## src/hdl/dbg_mem_pkg.sv

```systemverilog
// address map, sizes, command layout and RV32I encoders shared by the debug memory RTL
package dbg_mem_pkg;

  // ----------------------------------------
  // sizes
  // ----------------------------------------
  localparam int unsigned nr_harts      = 2;
  localparam int unsigned dbg_addr_bits = 12;
  localparam int unsigned data_count    = 2;
  localparam int unsigned progbuf_size  = 4;
  localparam int unsigned abs_cmd_size  = 10;

  typedef logic [0:0]  hart_sel_t;
  typedef logic [31:0] instr_t;

  // ----------------------------------------
  // address map of the 4 KiB window
  // ----------------------------------------
  localparam logic [dbg_addr_bits-1:0] halted_addr       = 12'h100;
  localparam logic [dbg_addr_bits-1:0] going_addr        = 12'h108;
  localparam logic [dbg_addr_bits-1:0] resuming_addr     = 12'h110;
  localparam logic [dbg_addr_bits-1:0] exception_addr    = 12'h118;
  localparam logic [dbg_addr_bits-1:0] whereto_addr      = 12'h300;
  // ten-word program ends right below the program buffer
  localparam logic [dbg_addr_bits-1:0] abs_cmd_base_addr = 12'h348;
  localparam logic [dbg_addr_bits-1:0] abs_cmd_end_addr  = 12'h36F;
  localparam logic [dbg_addr_bits-1:0] progbuf_base_addr = 12'h370;
  localparam logic [dbg_addr_bits-1:0] progbuf_end_addr  = 12'h37F;
  localparam logic [dbg_addr_bits-1:0] data_addr         = 12'h380;
  localparam logic [dbg_addr_bits-1:0] data_end_addr     = 12'h387;
  localparam logic [dbg_addr_bits-1:0] flags_base_addr   = 12'h400;
  localparam logic [dbg_addr_bits-1:0] halt_addr         = 12'h800;
  localparam logic [dbg_addr_bits-1:0] resume_addr       = 12'h804;
  // flag bytes stop where the external ROM begins
  localparam logic [dbg_addr_bits-1:0] flags_end_addr    = halt_addr - 12'h001;

  // control FSM encodings
  localparam logic [1:0] st_idle   = 2'd0;
  localparam logic [1:0] st_go     = 2'd1;
  localparam logic [1:0] st_resume = 2'd2;
  localparam logic [1:0] st_exec   = 2'd3;

  // registers and CSRs used by the generated program
  localparam logic [4:0]  reg_zero      = 5'd0;
  localparam logic [4:0]  reg_s0        = 5'd8;
  localparam logic [11:0] csr_dscratch0 = 12'h7B2;

  // ----------------------------------------
  // debugger command word
  // ----------------------------------------
  typedef struct packed {
    logic [7:0]  cmdtype;
    logic [23:0] control;
  } cmd_raw_t;

  // access register view, bits 31:23 are type and a reserved bit
  typedef struct packed {
    logic [8:0]  upper;
    logic [2:0]  aarsize;
    logic        aarpostincrement;
    logic        postexec;
    logic        transfer;
    logic        write;
    logic [15:0] regno;
  } cmd_ar_t;

  typedef union packed {
    cmd_raw_t raw;
    cmd_ar_t  ar;
  } cmd_word_u;

  typedef enum logic [2:0] {
    cmderr_none          = 3'd0,
    cmderr_not_supported = 3'd2,
    cmderr_exception     = 3'd3,
    cmderr_halt_resume   = 3'd4
  } cmderr_e;

  // ----------------------------------------
  // RV32I encoders
  // ----------------------------------------
  function automatic instr_t enc_jal(logic [4:0] rd, logic [20:0] imm);
    return {imm[20], imm[10:1], imm[11], imm[19:12], rd, 7'b1101111};
  endfunction

  function automatic instr_t enc_lw(logic [4:0] rd, logic [4:0] rs1, logic [11:0] imm);
    return {imm, rs1, 3'b010, rd, 7'b0000011};
  endfunction

  function automatic instr_t enc_sw(logic [4:0] rs2, logic [4:0] rs1, logic [11:0] imm);
    return {imm[11:5], rs2, rs1, 3'b010, imm[4:0], 7'b0100011};
  endfunction

  // csrrw with rd x0
  function automatic instr_t enc_csrw(logic [11:0] csr, logic [4:0] rs1);
    return {csr, rs1, 3'b001, 5'd0, 7'b1110011};
  endfunction

  // csrrs with rs1 x0
  function automatic instr_t enc_csrr(logic [4:0] rd, logic [11:0] csr);
    return {csr, 5'd0, 3'b010, rd, 7'b1110011};
  endfunction

  function automatic instr_t enc_nop();
    return 32'h0000_0013;
  endfunction

  function automatic instr_t enc_ebreak();
    return 32'h0010_0073;
  endfunction

  function automatic instr_t enc_illegal();
    return 32'h0000_0000;
  endfunction

endpackage

```

## src/hdl/dbg_bus_if.sv

```systemverilog
// hart memory bus from the top level into the debug window address decoder
`timescale 1ns/1ns
interface dbg_bus_if;
  logic        req;
  logic        we;
  logic [31:0] addr;
  logic [31:0] wdata;
  logic [3:0]  be;
  // registered answer, one cycle after the read
  logic [31:0] rdata;

  // requester side
  modport host (
    output req, we, addr, wdata, be,
    input  rdata
  );

  // window side
  modport target (
    input  req, we, addr, wdata, be,
    output rdata
  );
endinterface

```

## src/hdl/hart_ctrl_fsm.sv

```systemverilog
// control FSM that starts abstract commands and resumes on the selected hart
`timescale 1ns/1ns
module hart_ctrl_fsm
  import dbg_mem_pkg::*;
(
  input  logic                clk_i,
  input  logic                rst_ni,
  input  logic                ndmreset_i,
  input  hart_sel_t           hartsel_i,
  input  logic [nr_harts-1:0] haltreq_i,
  input  logic [nr_harts-1:0] resumereq_i,
  input  logic [nr_harts-1:0] halted_i,
  input  logic [nr_harts-1:0] resuming_i,
  input  logic                going_i,
  input  logic [nr_harts-1:0] halted_w_i,
  input  logic                exception_i,
  input  logic                unsupported_i,
  input  logic                cmd_valid_i,
  output logic                go_o,
  output logic                resume_o,
  output logic                cmd_busy_o,
  output logic                cmderror_valid_o,
  output cmderr_e             cmderror_o
);

  logic [1:0] state_q;
  logic [1:0] state_d;
  logic       resume_ok;

  // resume only a parked hart that has acked nothing yet and is not asked to halt
  assign resume_ok = resumereq_i[hartsel_i] && halted_i[hartsel_i] &&
                     !resuming_i[hartsel_i] && !haltreq_i[hartsel_i];

  assign cmd_busy_o = (state_q != st_idle);

  // ----------------------------------------
  // next state and flag outputs
  // ----------------------------------------
  always_comb begin
    state_d          = state_q;
    go_o             = 1'b0;
    resume_o         = 1'b0;
    cmderror_valid_o = 1'b0;
    cmderror_o       = cmderr_none;
    case (state_q)
      st_idle: begin
        if (cmd_valid_i) begin
          // not_supported wins over a hart that is not halted
          if (unsupported_i) begin
            cmderror_valid_o = 1'b1;
            cmderror_o       = cmderr_not_supported;
          end else if (!halted_i[hartsel_i]) begin
            cmderror_valid_o = 1'b1;
            cmderror_o       = cmderr_halt_resume;
          end else begin
            state_d = st_go;
          end
        end else if (resume_ok) begin
          state_d = st_resume;
        end
      end
      st_go: begin
        // hart sees the go flag, leaves once it writes going
        go_o = 1'b1;
        if (going_i) begin
          state_d = st_exec;
        end
      end
      st_resume: begin
        resume_o = 1'b1;
        if (resuming_i[hartsel_i]) begin
          state_d = st_idle;
        end
      end
      default: begin
        // program runs until the hart parks again
        if (halted_w_i[hartsel_i]) begin
          state_d = st_idle;
        end
      end
    endcase

    // exception during the program
    if (exception_i) begin
      cmderror_valid_o = 1'b1;
      cmderror_o       = cmderr_exception;
    end

    // hart under reset drops any pending go or resume
    if (ndmreset_i) begin
      state_d  = st_idle;
      go_o     = 1'b0;
      resume_o = 1'b0;
    end
  end

  always_ff @(posedge clk_i or negedge rst_ni) begin
    if (!rst_ni) begin
      state_q <= st_idle;
    end else begin
      state_q <= state_d;
    end
  end

endmodule

```

## src/hdl/abstract_cmd_gen.sv

```systemverilog
// builds the ten-word abstract-command program for access register commands
`timescale 1ns/1ns
module abstract_cmd_gen
  import dbg_mem_pkg::*;
(
  input  cmd_word_u                 cmd_i,
  output instr_t [abs_cmd_size-1:0] prog_o,
  output logic                      to_progbuf_o,
  output logic                      unsupported_o
);

  logic        ar_ok;
  logic        xfer_ok;
  logic        skip_ok;
  logic        is_gpr;
  logic [4:0]  gpr;
  logic [11:0] csr;

  // type from the raw view, fields from the access register view
  assign ar_ok   = (cmd_i.raw.cmdtype == 8'd0) && !cmd_i.ar.aarpostincrement;
  assign is_gpr  = cmd_i.ar.regno[12];
  assign gpr     = cmd_i.ar.regno[4:0];
  assign csr     = cmd_i.ar.regno[11:0];

  // 32-bit and smaller, no reserved range, no FPR
  assign xfer_ok = ar_ok && cmd_i.ar.transfer && (cmd_i.ar.aarsize <= 3'd2) &&
                   (cmd_i.ar.regno[15:14] == 2'b00) && !(is_gpr && cmd_i.ar.regno[5]);
  // no transfer, straight into the program buffer
  assign skip_ok = ar_ok && !cmd_i.ar.transfer && cmd_i.ar.postexec;

  assign to_progbuf_o  = cmd_i.ar.postexec && !cmd_i.ar.transfer;
  assign unsupported_o = !(xfer_ok || skip_ok);

  // ----------------------------------------
  // program words
  // ----------------------------------------
  always_comb begin
    // default program traps and pads before going back to the park loop
    prog_o[0] = enc_illegal();
    for (int i = 1; i < abs_cmd_size - 1; i++) begin
      prog_o[i] = enc_nop();
    end
    prog_o[abs_cmd_size-1] = enc_ebreak();

    if (unsupported_o) begin
      // leave at once
      prog_o[0] = enc_ebreak();
    end else begin
      prog_o[0] = enc_nop();
      if (xfer_ok && is_gpr) begin
        // GPR moves straight between the register and data0, base x0
        prog_o[1] = cmd_i.ar.write ? enc_lw(gpr, reg_zero, data_addr) :
                                     enc_sw(gpr, reg_zero, data_addr);
      end else if (xfer_ok) begin
        // CSR goes through s0, saved in dscratch0 around the access
        prog_o[1] = enc_csrw(csr_dscratch0, reg_s0);
        if (cmd_i.ar.write) begin
          prog_o[2] = enc_lw(reg_s0, reg_zero, data_addr);
          prog_o[3] = enc_csrw(csr, reg_s0);
        end else begin
          prog_o[2] = enc_csrr(reg_s0, csr);
          prog_o[3] = enc_sw(reg_s0, reg_zero, data_addr);
        end
        prog_o[4] = enc_csrr(reg_s0, csr_dscratch0);
      end
      // last word falls through into the program buffer
      if (cmd_i.ar.postexec) begin
        prog_o[abs_cmd_size-1] = enc_nop();
      end
    end
  end

endmodule

```

## src/hdl/dbg_mem_decoder.sv

```systemverilog
// hart-side address decoder of the debug window with halt state and read data register
`timescale 1ns/1ns
module dbg_mem_decoder
  import dbg_mem_pkg::*;
(
  input  logic                             clk_i,
  input  logic                             rst_ni,
  input  logic                             ndmreset_i,
  input  hart_sel_t                        hartsel_i,
  dbg_bus_if.target                        bus,
  input  logic [nr_harts-1:0]              resumereq_i,
  input  logic                             clear_resumeack_i,
  input  logic                             go_i,
  input  logic                             resume_i,
  input  logic                             cmd_busy_i,
  input  instr_t [abs_cmd_size-1:0]        prog_i,
  input  logic                             to_progbuf_i,
  input  logic [progbuf_size-1:0][31:0]    progbuf_i,
  input  logic [data_count-1:0][31:0]      data_i,
  output logic [data_count-1:0][31:0]      data_o,
  output logic                             data_valid_o,
  output logic [nr_harts-1:0]              halted_o,
  output logic [nr_harts-1:0]              resuming_o,
  output logic                             going_o,
  output logic [nr_harts-1:0]              halted_w_o,
  output logic                             exception_o
);

  logic [dbg_addr_bits-1:0]        addr;
  logic [dbg_addr_bits-3:0]        word_a;
  logic [$clog2(data_count)-1:0]   data_idx;
  logic [$clog2(progbuf_size)-1:0] pb_idx;
  logic [$clog2(abs_cmd_size)-1:0] abs_idx;
  hart_sel_t                       wdata_hart;
  logic                            flag_hit;
  logic [1:0]                      flag_lane;
  logic [dbg_addr_bits-1:0]        whereto_tgt;
  logic [nr_harts-1:0]             halted_q;
  logic [nr_harts-1:0]             halted_d;
  logic [nr_harts-1:0]             resuming_q;
  logic [nr_harts-1:0]             resuming_d;
  logic [31:0]                     rdata_q;
  logic [31:0]                     rdata_d;

  assign addr       = bus.addr[dbg_addr_bits-1:0];
  assign word_a     = addr[dbg_addr_bits-1:2];
  assign data_idx   = $clog2(data_count)'(word_a - data_addr[dbg_addr_bits-1:2]);
  assign pb_idx     = $clog2(progbuf_size)'(word_a - progbuf_base_addr[dbg_addr_bits-1:2]);
  assign abs_idx    = $clog2(abs_cmd_size)'(word_a - abs_cmd_base_addr[dbg_addr_bits-1:2]);
  // hart index of halted and resuming writes comes in wdata
  assign wdata_hart = bus.wdata[$bits(hart_sel_t)-1:0];

  // one flag byte per hart, four harts to a word
  assign flag_hit  = (word_a == flags_base_addr[dbg_addr_bits-1:2] +
                     (dbg_addr_bits-2)'(hartsel_i >> 2));
  assign flag_lane = 2'(hartsel_i);

  // running command overrides a pending resume
  always_comb begin
    whereto_tgt = resume_addr;
    if (cmd_busy_i) begin
      whereto_tgt = to_progbuf_i ? progbuf_base_addr : abs_cmd_base_addr;
    end
  end

  // ----------------------------------------
  // hart writes
  // ----------------------------------------
  always_comb begin
    halted_d     = halted_q;
    resuming_d   = resuming_q;
    halted_w_o   = '0;
    going_o      = 1'b0;
    exception_o  = 1'b0;
    data_valid_o = 1'b0;
    data_o       = data_i;

    // debugger acks the resume
    if (clear_resumeack_i) begin
      resuming_d[hartsel_i] = 1'b0;
    end

    if (bus.req && bus.we) begin
      unique case (addr) inside
        halted_addr: begin
          halted_w_o[wdata_hart] = 1'b1;
          halted_d[wdata_hart]   = 1'b1;
        end
        going_addr: going_o = 1'b1;
        resuming_addr: begin
          halted_d[wdata_hart]   = 1'b0;
          resuming_d[wdata_hart] = 1'b1;
        end
        exception_addr: exception_o = 1'b1;
        [data_addr:data_end_addr]: begin
          // merge enabled bytes over the debugger copy
          data_valid_o = 1'b1;
          for (int b = 0; b < 4; b++) begin
            if (bus.be[b]) begin
              data_o[data_idx][8*b +: 8] = bus.wdata[8*b +: 8];
            end
          end
        end
        default: ;
      endcase
    end

    // reset harts are neither halted nor resuming
    if (ndmreset_i) begin
      halted_d   = '0;
      resuming_d = '0;
    end
  end

  // ----------------------------------------
  // hart reads
  // ----------------------------------------
  always_comb begin
    rdata_d = rdata_q;
    if (bus.req && !bus.we) begin
      rdata_d = '0;
      unique case (addr) inside
        whereto_addr: begin
          if (resumereq_i[hartsel_i] || cmd_busy_i) begin
            rdata_d = enc_jal(reg_zero, 21'(whereto_tgt - whereto_addr));
          end
        end
        [data_addr:data_end_addr]:             rdata_d = data_i[data_idx];
        [progbuf_base_addr:progbuf_end_addr]:  rdata_d = progbuf_i[pb_idx];
        [abs_cmd_base_addr:abs_cmd_end_addr]:  rdata_d = prog_i[abs_idx];
        [flags_base_addr:flags_end_addr]: begin
          // parked hart polls its own byte
          if (flag_hit) begin
            rdata_d[8*flag_lane +: 8] = {6'b0, resume_i, go_i};
          end
        end
        default: ;
      endcase
    end
  end

  assign bus.rdata  = rdata_q;
  assign halted_o   = halted_q;
  assign resuming_o = resuming_q;

  always_ff @(posedge clk_i or negedge rst_ni) begin
    if (!rst_ni) begin
      halted_q   <= '0;
      resuming_q <= '0;
      rdata_q    <= '0;
    end else begin
      halted_q   <= halted_d;
      resuming_q <= resuming_d;
      rdata_q    <= rdata_d;
    end
  end

endmodule

```

## src/hdl/dbg_mem_top.sv

```systemverilog
// debug memory top level; hart bus and debugger ports, wiring FSM, generator and decoder
`timescale 1ns/1ns
module dbg_mem_top
  import dbg_mem_pkg::*;
(
  input  logic                          clk_i,
  input  logic                          rst_ni,
  input  logic                          ndmreset_i,
  input  hart_sel_t                     hartsel_i,
  input  logic [nr_harts-1:0]           haltreq_i,
  input  logic [nr_harts-1:0]           resumereq_i,
  input  logic                          clear_resumeack_i,
  output logic [nr_harts-1:0]           debug_req_o,
  output logic [nr_harts-1:0]           halted_o,
  output logic [nr_harts-1:0]           resuming_o,
  input  logic [progbuf_size-1:0][31:0] progbuf_i,
  input  logic [data_count-1:0][31:0]   data_i,
  output logic [data_count-1:0][31:0]   data_o,
  output logic                          data_valid_o,
  input  logic                          cmd_valid_i,
  input  cmd_word_u                     cmd_i,
  output logic                          cmderror_valid_o,
  output cmderr_e                       cmderror_o,
  output logic                          cmdbusy_o,
  input  logic                          req_i,
  input  logic                          we_i,
  input  logic [31:0]                   addr_i,
  input  logic [31:0]                   wdata_i,
  input  logic [3:0]                    be_i,
  output logic [31:0]                   rdata_o
);

  instr_t [abs_cmd_size-1:0] prog;
  logic                      to_progbuf;
  logic                      unsupported;
  logic                      go;
  logic                      resume;
  logic                      going;
  logic [nr_harts-1:0]       halted_w;
  logic                      exception;

  dbg_bus_if i_bus ();

  // hart bus into the interface
  assign i_bus.req   = req_i;
  assign i_bus.we    = we_i;
  assign i_bus.addr  = addr_i;
  assign i_bus.wdata = wdata_i;
  assign i_bus.be    = be_i;
  assign rdata_o     = i_bus.rdata;

  // halt requests go straight to the harts
  assign debug_req_o = haltreq_i;

  hart_ctrl_fsm i_hart_ctrl_fsm (
    .clk_i            (clk_i),
    .rst_ni           (rst_ni),
    .ndmreset_i       (ndmreset_i),
    .hartsel_i        (hartsel_i),
    .haltreq_i        (haltreq_i),
    .resumereq_i      (resumereq_i),
    .halted_i         (halted_o),
    .resuming_i       (resuming_o),
    .going_i          (going),
    .halted_w_i       (halted_w),
    .exception_i      (exception),
    .unsupported_i    (unsupported),
    .cmd_valid_i      (cmd_valid_i),
    .go_o             (go),
    .resume_o         (resume),
    .cmd_busy_o       (cmdbusy_o),
    .cmderror_valid_o (cmderror_valid_o),
    .cmderror_o       (cmderror_o)
  );

  abstract_cmd_gen i_abstract_cmd_gen (
    .cmd_i         (cmd_i),
    .prog_o        (prog),
    .to_progbuf_o  (to_progbuf),
    .unsupported_o (unsupported)
  );

  dbg_mem_decoder i_dbg_mem_decoder (
    .clk_i             (clk_i),
    .rst_ni            (rst_ni),
    .ndmreset_i        (ndmreset_i),
    .hartsel_i         (hartsel_i),
    .bus               (i_bus),
    .resumereq_i       (resumereq_i),
    .clear_resumeack_i (clear_resumeack_i),
    .go_i              (go),
    .resume_i          (resume),
    .cmd_busy_i        (cmdbusy_o),
    .prog_i            (prog),
    .to_progbuf_i      (to_progbuf),
    .progbuf_i         (progbuf_i),
    .data_i            (data_i),
    .data_o            (data_o),
    .data_valid_o      (data_valid_o),
    .halted_o          (halted_o),
    .resuming_o        (resuming_o),
    .going_o           (going),
    .halted_w_o        (halted_w),
    .exception_o       (exception)
  );

endmodule

```

## config.mk

```make
export PLATFORM = sky130hd
export DESIGN_NAME = dbg_mem_top
export DESIGN_NICKNAME = d
export VERILOG_FILES = /design/src/hdl/dbg_mem_pkg.sv /design/src/hdl/dbg_bus_if.sv /design/src/hdl/hart_ctrl_fsm.sv /design/src/hdl/abstract_cmd_gen.sv /design/src/hdl/dbg_mem_decoder.sv /design/src/hdl/dbg_mem_top.sv
export SDC_FILE = /design/constraint.sdc
export NUM_CORES = 1
export LEC_CHECK = 0
export ABC_AREA = 0
export BUFFER_PORTS_ARGS = -buffer_cell sky130_fd_sc_hd__clkbuf_2
export CAP_MARGIN = 20
export CORE_AREA = 3 3 161 163
export CTS_CLUSTER_DIAMETER = 30
export DETAILED_ROUTE_END_ITERATION = 10
export DIE_AREA = 0 0 164 166
export GPL_TIMING_DRIVEN = 1
export MAX_ROUTING_LAYER = met4
export PLACE_DENSITY_LB_ADDON = 0.08
export SYNTH_ARGS = -nofsm -noshare
export SYNTH_HDL_FRONTEND = slang
export SYNTH_SLANG_ARGS = --single-unit
```

## constraint.sdc

```tcl
create_clock -name clk_i -period 5.55 [get_ports clk_i]
set_input_delay 0.8325 -clock clk_i [delete_from_list [all_inputs] [get_ports clk_i]]
set_output_delay 0.8325 -clock clk_i [all_outputs]
set_load 0.05 [all_outputs]
```

After elaboration in Yosys (flattened, before gate mapping):

Cells that the tools add are included.
Widths: inputs -> output; s select.

* register bits after elaboration: 38
* bits of input ports: 304
* output and inout bits: 108
* logic and storage cells: 183

* add/subtract/negate cells: 5
* order comparisons: 17
* eq/ne operators: 13
* shifts and indexed selects: 2
* muxes and demuxes: 96
* bitwise gates (word level): 7
* reductions and logical operators: 39

Operators by type and width (number)
* $mux 64: 13
* $mux 32: 9
* $bwmux 64: 4
* $mux 127: 2
* $pmux 32 s5: 1
* $bmux 32 s4: 1
* $demux 32 s1: 4
* $mux 95: 1
* $bmux 32 s2: 1
* $eq 12x9->1 const B: 4
* $mux 21: 2
* $ge 12x10->1 const B: 3
* $le 12x10->1 const B: 3
* $neg 4->34: 1
* $shift 8x34->32 const A: 1
* $shiftx 8x34->32: 1
* $and 32x32->32: 1
* $mux 2: 16
* $mux 1: 27
* $mux 25: 1
* $mux 24: 1
* $logic_and 1x1->1: 22
* $mux 16: 1
* $mux 3: 5
* 36 further kinds: 54

Logic depth before layout (Yosys ltp):

* depth after elaboration: 21
* depth in mapped cells: 9
* mapped depth without buffers: 8

By module:

From an unflattened synthesis, not the netlist that was laid out.

* cell total of the unflattened synthesis: 1051
* area, all modules: 9988.3 µm²

Modules (own cells, without submodules)
* dbg_mem_decoder: times used 1, cells each 638, area each 6914.1 µm², seq. area each 900.9 µm²
* abstract_cmd_gen: times used 1, cells each 373, area each 2705.1 µm², seq. area each 0.0 µm²
* hart_ctrl_fsm: times used 1, cells each 38, area each 354.1 µm², seq. area each 50.0 µm²
* dbg_mem_top: times used 1, cells each 2, area each 15.0 µm², seq. area each 0.0 µm²

Worst setup path after synthesis:

No wires, ideal clock.

* path kind: input-to-output
* start point: input hartsel_i
* end point: output cmderror_valid_o
* arrival time: 2.803 ns
* data required time: 4.718 ns
* slack: 1.914 ns
* cell stages on the path: 4
* buffers on the path: 1
* path through: clkbuf_1 -> mux2_2 -> and2_2 -> o21ai_0

* cells in the longest elaborated chain, start to end: 7

Ends and longest elaborated chain
* from (decl): line dbg_mem_top.sv:9 `input hart_sel_t hartsel_i,`
* $mux 1 (not written as such) (2 in series): line hart_ctrl_fsm.sv:52 `end else if (!halted_i[hartsel_i]) begin`
* $mux 1: line hart_ctrl_fsm.sv:52
* $mux 1: line hart_ctrl_fsm.sv:49 `if (unsupported_i) begin`
* $mux 1: line hart_ctrl_fsm.sv:47 `if (cmd_valid_i) begin`
* $mux 1: line hart_ctrl_fsm.sv:45 `case (state_q)`
* $mux 1: line hart_ctrl_fsm.sv:84 `if (exception_i) begin`
* to (decl): line dbg_mem_top.sv:22 `output logic cmderror_valid_o,`

No other way between the ends. The select of a mux whose other input is x is not followed.

==> results by group <==
Logic synthesis
  • Main combinational cell family by area after synthesis: multiplexers
  • Adder-cell share of the synthesized area: 1.786%
  • Top cell type's share of synthesized area: 19.39%
  • Sequential share of the synthesized area: 19.39%
  • Number of synthesized register bits: 38
  • Yosys top cell by area: dfrtp_1
  • Cell variety after synth: 70
  • Top cells by area, synth: dfrtp_1 (19%), mux2_2 (18%), mux4_2 (15%), nand2_1 (4.7%), mux2i_1 (4.5%)
  • Compound-gate portion of the synthesized area: 17.96%
  • Synthesized Nets: 852
  • Synth Flop Type: dfrtp_1
  • Synth warnings: 0
  • Xor-xnor portion of the synthesized cell area: 0.5359%
  • Mapped Cells: 541
  • EDFF count, synth: 0
  • Synth Cell Area: 0.004903 mm^2
  • Syn avg cell area: 9.064 um^2
  • Mux cell area share after synthesis: 36.87%
  • Async set-reset flop share out of synthesis: 100.0%
  • Fraction of the mapped netlist area in simple logic gates: 19.52%

Critical path
  • Max stage delay on crit path: 0.57 ns
  • Cell mode on critical path: clkbuf_2
  • Crit-path max FO: 12
  • Req. time, crit path: 4.72 ns
  • Worst EP arrival: 3.35 ns
  • CP endpoint kind: output pin
  • CP max-delay cell: nor2_2
  • Worst Path Class, Setup: input pin to output pin
  • CP Buf/Inv Count: 3
  • Crit-path cells: clkbuf_2 > nand4bb_1 > nor2_1 > buf_4 > nand3b_1 > nor2_2 > mux2_2 > clkbuf_2
  • Critical path's top delay family: simple AND/OR/NAND/NOR gates
  • Critical path launch point type: input pin

Clock tree
  • Clk_lat worst skew: 0.30 ns
  • Clock Tree Root: clkbuf_16
  • Clock slew at reported path FFs: 0.06 ns
  • CTS Buf Count: 5
  • CTS Buffer Depth: 2
  • Setup bufs post-CTS: 0
  • CTS resizes: 0
  • CTS tree: done
  • CTS Hold Bufs: 0
  • H-tree depth: 2
  • Clock sink count: 38

Final layout
  • Most frequent cells in the layout: clkbuf_2 (388), mux2_2 (77), nand2_1 (61)
  • Synthesis-to-layout area growth: 49.94%
  • Net count, final: 1223
  • Layout cells sized above 1: 59.58%
  • Most common cell after layout, fill and taps aside: clkbuf_2
  • Post-Layout Cell Count: 1242

Detailed routing
  • DRT iter0 DRCs: 224
  • Total number of vias: 5994
  • ANT nets after route: 0
  • DRT Pass-1 Iters: 6
  • DRT Wirelength: 27.88 mm
  • Avg WL per Cell: 22.45 um
  • Drt drc: 0
  • Vias per Instance: 4.826

Flow run
  • Total of max-cap violations: 0

Floorplan
  • Initial Util: 20.05%
  • Site Rows: 57
  • Ports: 412
  • Die ar.: 0.02722 mm^2
  • Core area: 0.02446 mm^2
  • Die height: 166 um
  • Die width: 164 um

Power and ir drop
  • Net Sw Power: 0.0004263 W
  • Sw frac: 39.82%
  • Int Pwr: 0.0006442 W
  • Logic pwr share: 43.6%
  • Leakage: 3.514 nW
  • P per Cell Area: 145.6 mW/mm^2
  • Clock share of power: 29.7%
  • VDD IR max: 0.09337 mV
  • Seq pwr share: 26.7%

Placement
  • Routability Congestion: 0.8176
  • Placed instance count: 1229
  • PortBufs: 389
  • Detailed Place HPWL: 23.41 mm

STA
  • Skew final: 0.004909 ns
  • Final Setup Violations: 0
  • RSZ-0062 raised after global routing: no
  • Worst slew pin tran: 0.8993 ns
  • Final Hold Fails: 0
  • Setup_tns: 0 ns
  • Pins Over Slew Limit: 0
  • Min Clock Period, post-route: 4.187 ns
  • Relative slew slack: 39.90%
  • Period utilisation layout: 75.45%
  • Max Freq: 238.8 MHz

Status
  • Status: completed

GRT
  • Vias in the first global route: 6387
  • GRT Overall Usage: 20.37%
  • Largest net degree at the start of global routing: 50
  • Initial antenna violation count: 5
  • GRT overflow: 0
  • First-pass GRT wire length: 40.09 mm

Min path
  • Hold/Removal Path Class: flip-flop to flip-flop
## layer usage
layer / vias to the layer above / wire length [um] / global-route usage [%]
met5: - / 0 / -
met3: 29 / 1851 / 4.590
met1: 2893 / 11560 / 24.51
met4: 0 / 482 / 4.193
li1: 2840 / - / -
met2: 232 / 13990 / 34.84
## flip-flops by register name, indices dropped and copies added (netlist names)
name and count:
i_dbg_mem_decoder.halted_o 2, i_dbg_mem_decoder.resuming_o 2, i_dbg_mem_decoder.bus.rdata 32, i_hart_ctrl_fsm.state_q 2
## power groups by stage
stage	logic (W)	registers, W	clock network [W]
CTS	0.000474	0.000286	0.000329
detailed placement	0.000472	0.000291	0
finish	0.000467	0.000286	0.000318
global placement	0.000473	0.000291	0
global route	0.000502	0.000286	0.000339
floorplan	0.000249	0.000310	0
## synthesized netlist by cell type (4+ instances only)
cell,n
o21ai_0,37
nor2_2,8
mux4_2,32
a31oi_1,7
dfrtp_1,38
nor4_1,4
a221oi_1,10
a22oi_1,5
o21bai_1,4
or3_1,4
inv_1,11
clkbuf_1,18
and3_1,4
a21oi_1,17
mux2_2,77
nor2_1,55
o211ai_1,10
nand3_1,9
nor2b_1,4
buf_2,10
ha_1,7
nand2_1,61
mux2i_1,22
nand2b_1,4
a211oi_1,7
nor3_1,8
## final cells by class
cell class / instances / area [um^2]
diodes: 5 / 12.51
clock buffers: 6 / 138.9
clock inverters: 2 / 12.51
fillers: 2728 / 17110
inverters: 11 / 41.29
multi-input cells: 458 / 3774
flip-flops and latches: 38 / 950.9
well taps: 324 / 405.4
repair buffers: 398 / 2017
## worst register-to-register path, cell delays in order (launching register included)
cell      delay [ns]
dfrtp_1         0.40
inv_1           0.09
ha_1            0.30
inv_1           0.17
nor3_1          0.72
o21bai_1        0.22
o211ai_1        0.13
## cells by family (layout without fill, tap and decap cells)
kind of cell / Yosys count / after routing
fa+ha+maj: 7 / 7
xor+xnor: 3 / 3
simple gates: 189 / 189
flops: 38 / 38
buf+inv: 45 / 417
mux: 131 / 131
compound gates: 128 / 128
other cells: 0 / 5
## path summary, 6_finish.rpt
check | startpoint | to | slack [ns] | depth (start not counted)
min reg2reg | i_dbg_mem_decoder.bus.rdata[18]$_DFFE_PN0P_ | i_dbg_mem_decoder.bus.rdata[18]$_DFFE_PN0P_ | 0.47 | 2
max | addr_i[9] | data_o[30] | 1.36 | 8
min in group asynchronous | rst_ni | i_dbg_mem_decoder.bus.rdata[10]$_DFFE_PN0P_ | 0.61 | 2
max in group asynchronous | rst_ni | i_dbg_mem_decoder.bus.rdata[15]$_DFFE_PN0P_ | 4.54 | 2
max reg2reg | i_hart_ctrl_fsm.state_q[0]$_DFFE_PN0P_ | i_dbg_mem_decoder.bus.rdata[30]$_DFFE_PN0P_ | 3.43 | 6
min | i_dbg_mem_decoder.bus.rdata[18]$_DFFE_PN0P_ | i_dbg_mem_decoder.bus.rdata[18]$_DFFE_PN0P_ | 0.47 | 2
## stage by stage
stage / hold WS [ns] / util, % / setup slack (ns) / area [um^2] / power, W
5_1_grt: 0.4977 / 30.05 / 1.163 / 7352 / 0.001127
2_1_floorplan: 0.5369 / - / 1.914 / 4903 / 0.0005596
6_report: 0.4736 / 30.05 / 1.363 / 7352 / 0.001070
4_1_cts: 0.4849 / 30.00 / 1.327 / 7340 / 0.001089
3_3_place_gp: 0.4635 / 29.38 / 1.323 / 7188 / 0.0007635
3_5_place_dp: 0.4701 / 29.38 / 1.340 / 7188 / 0.0007631
Note: power is estimated with default switching activity, not from simulation.
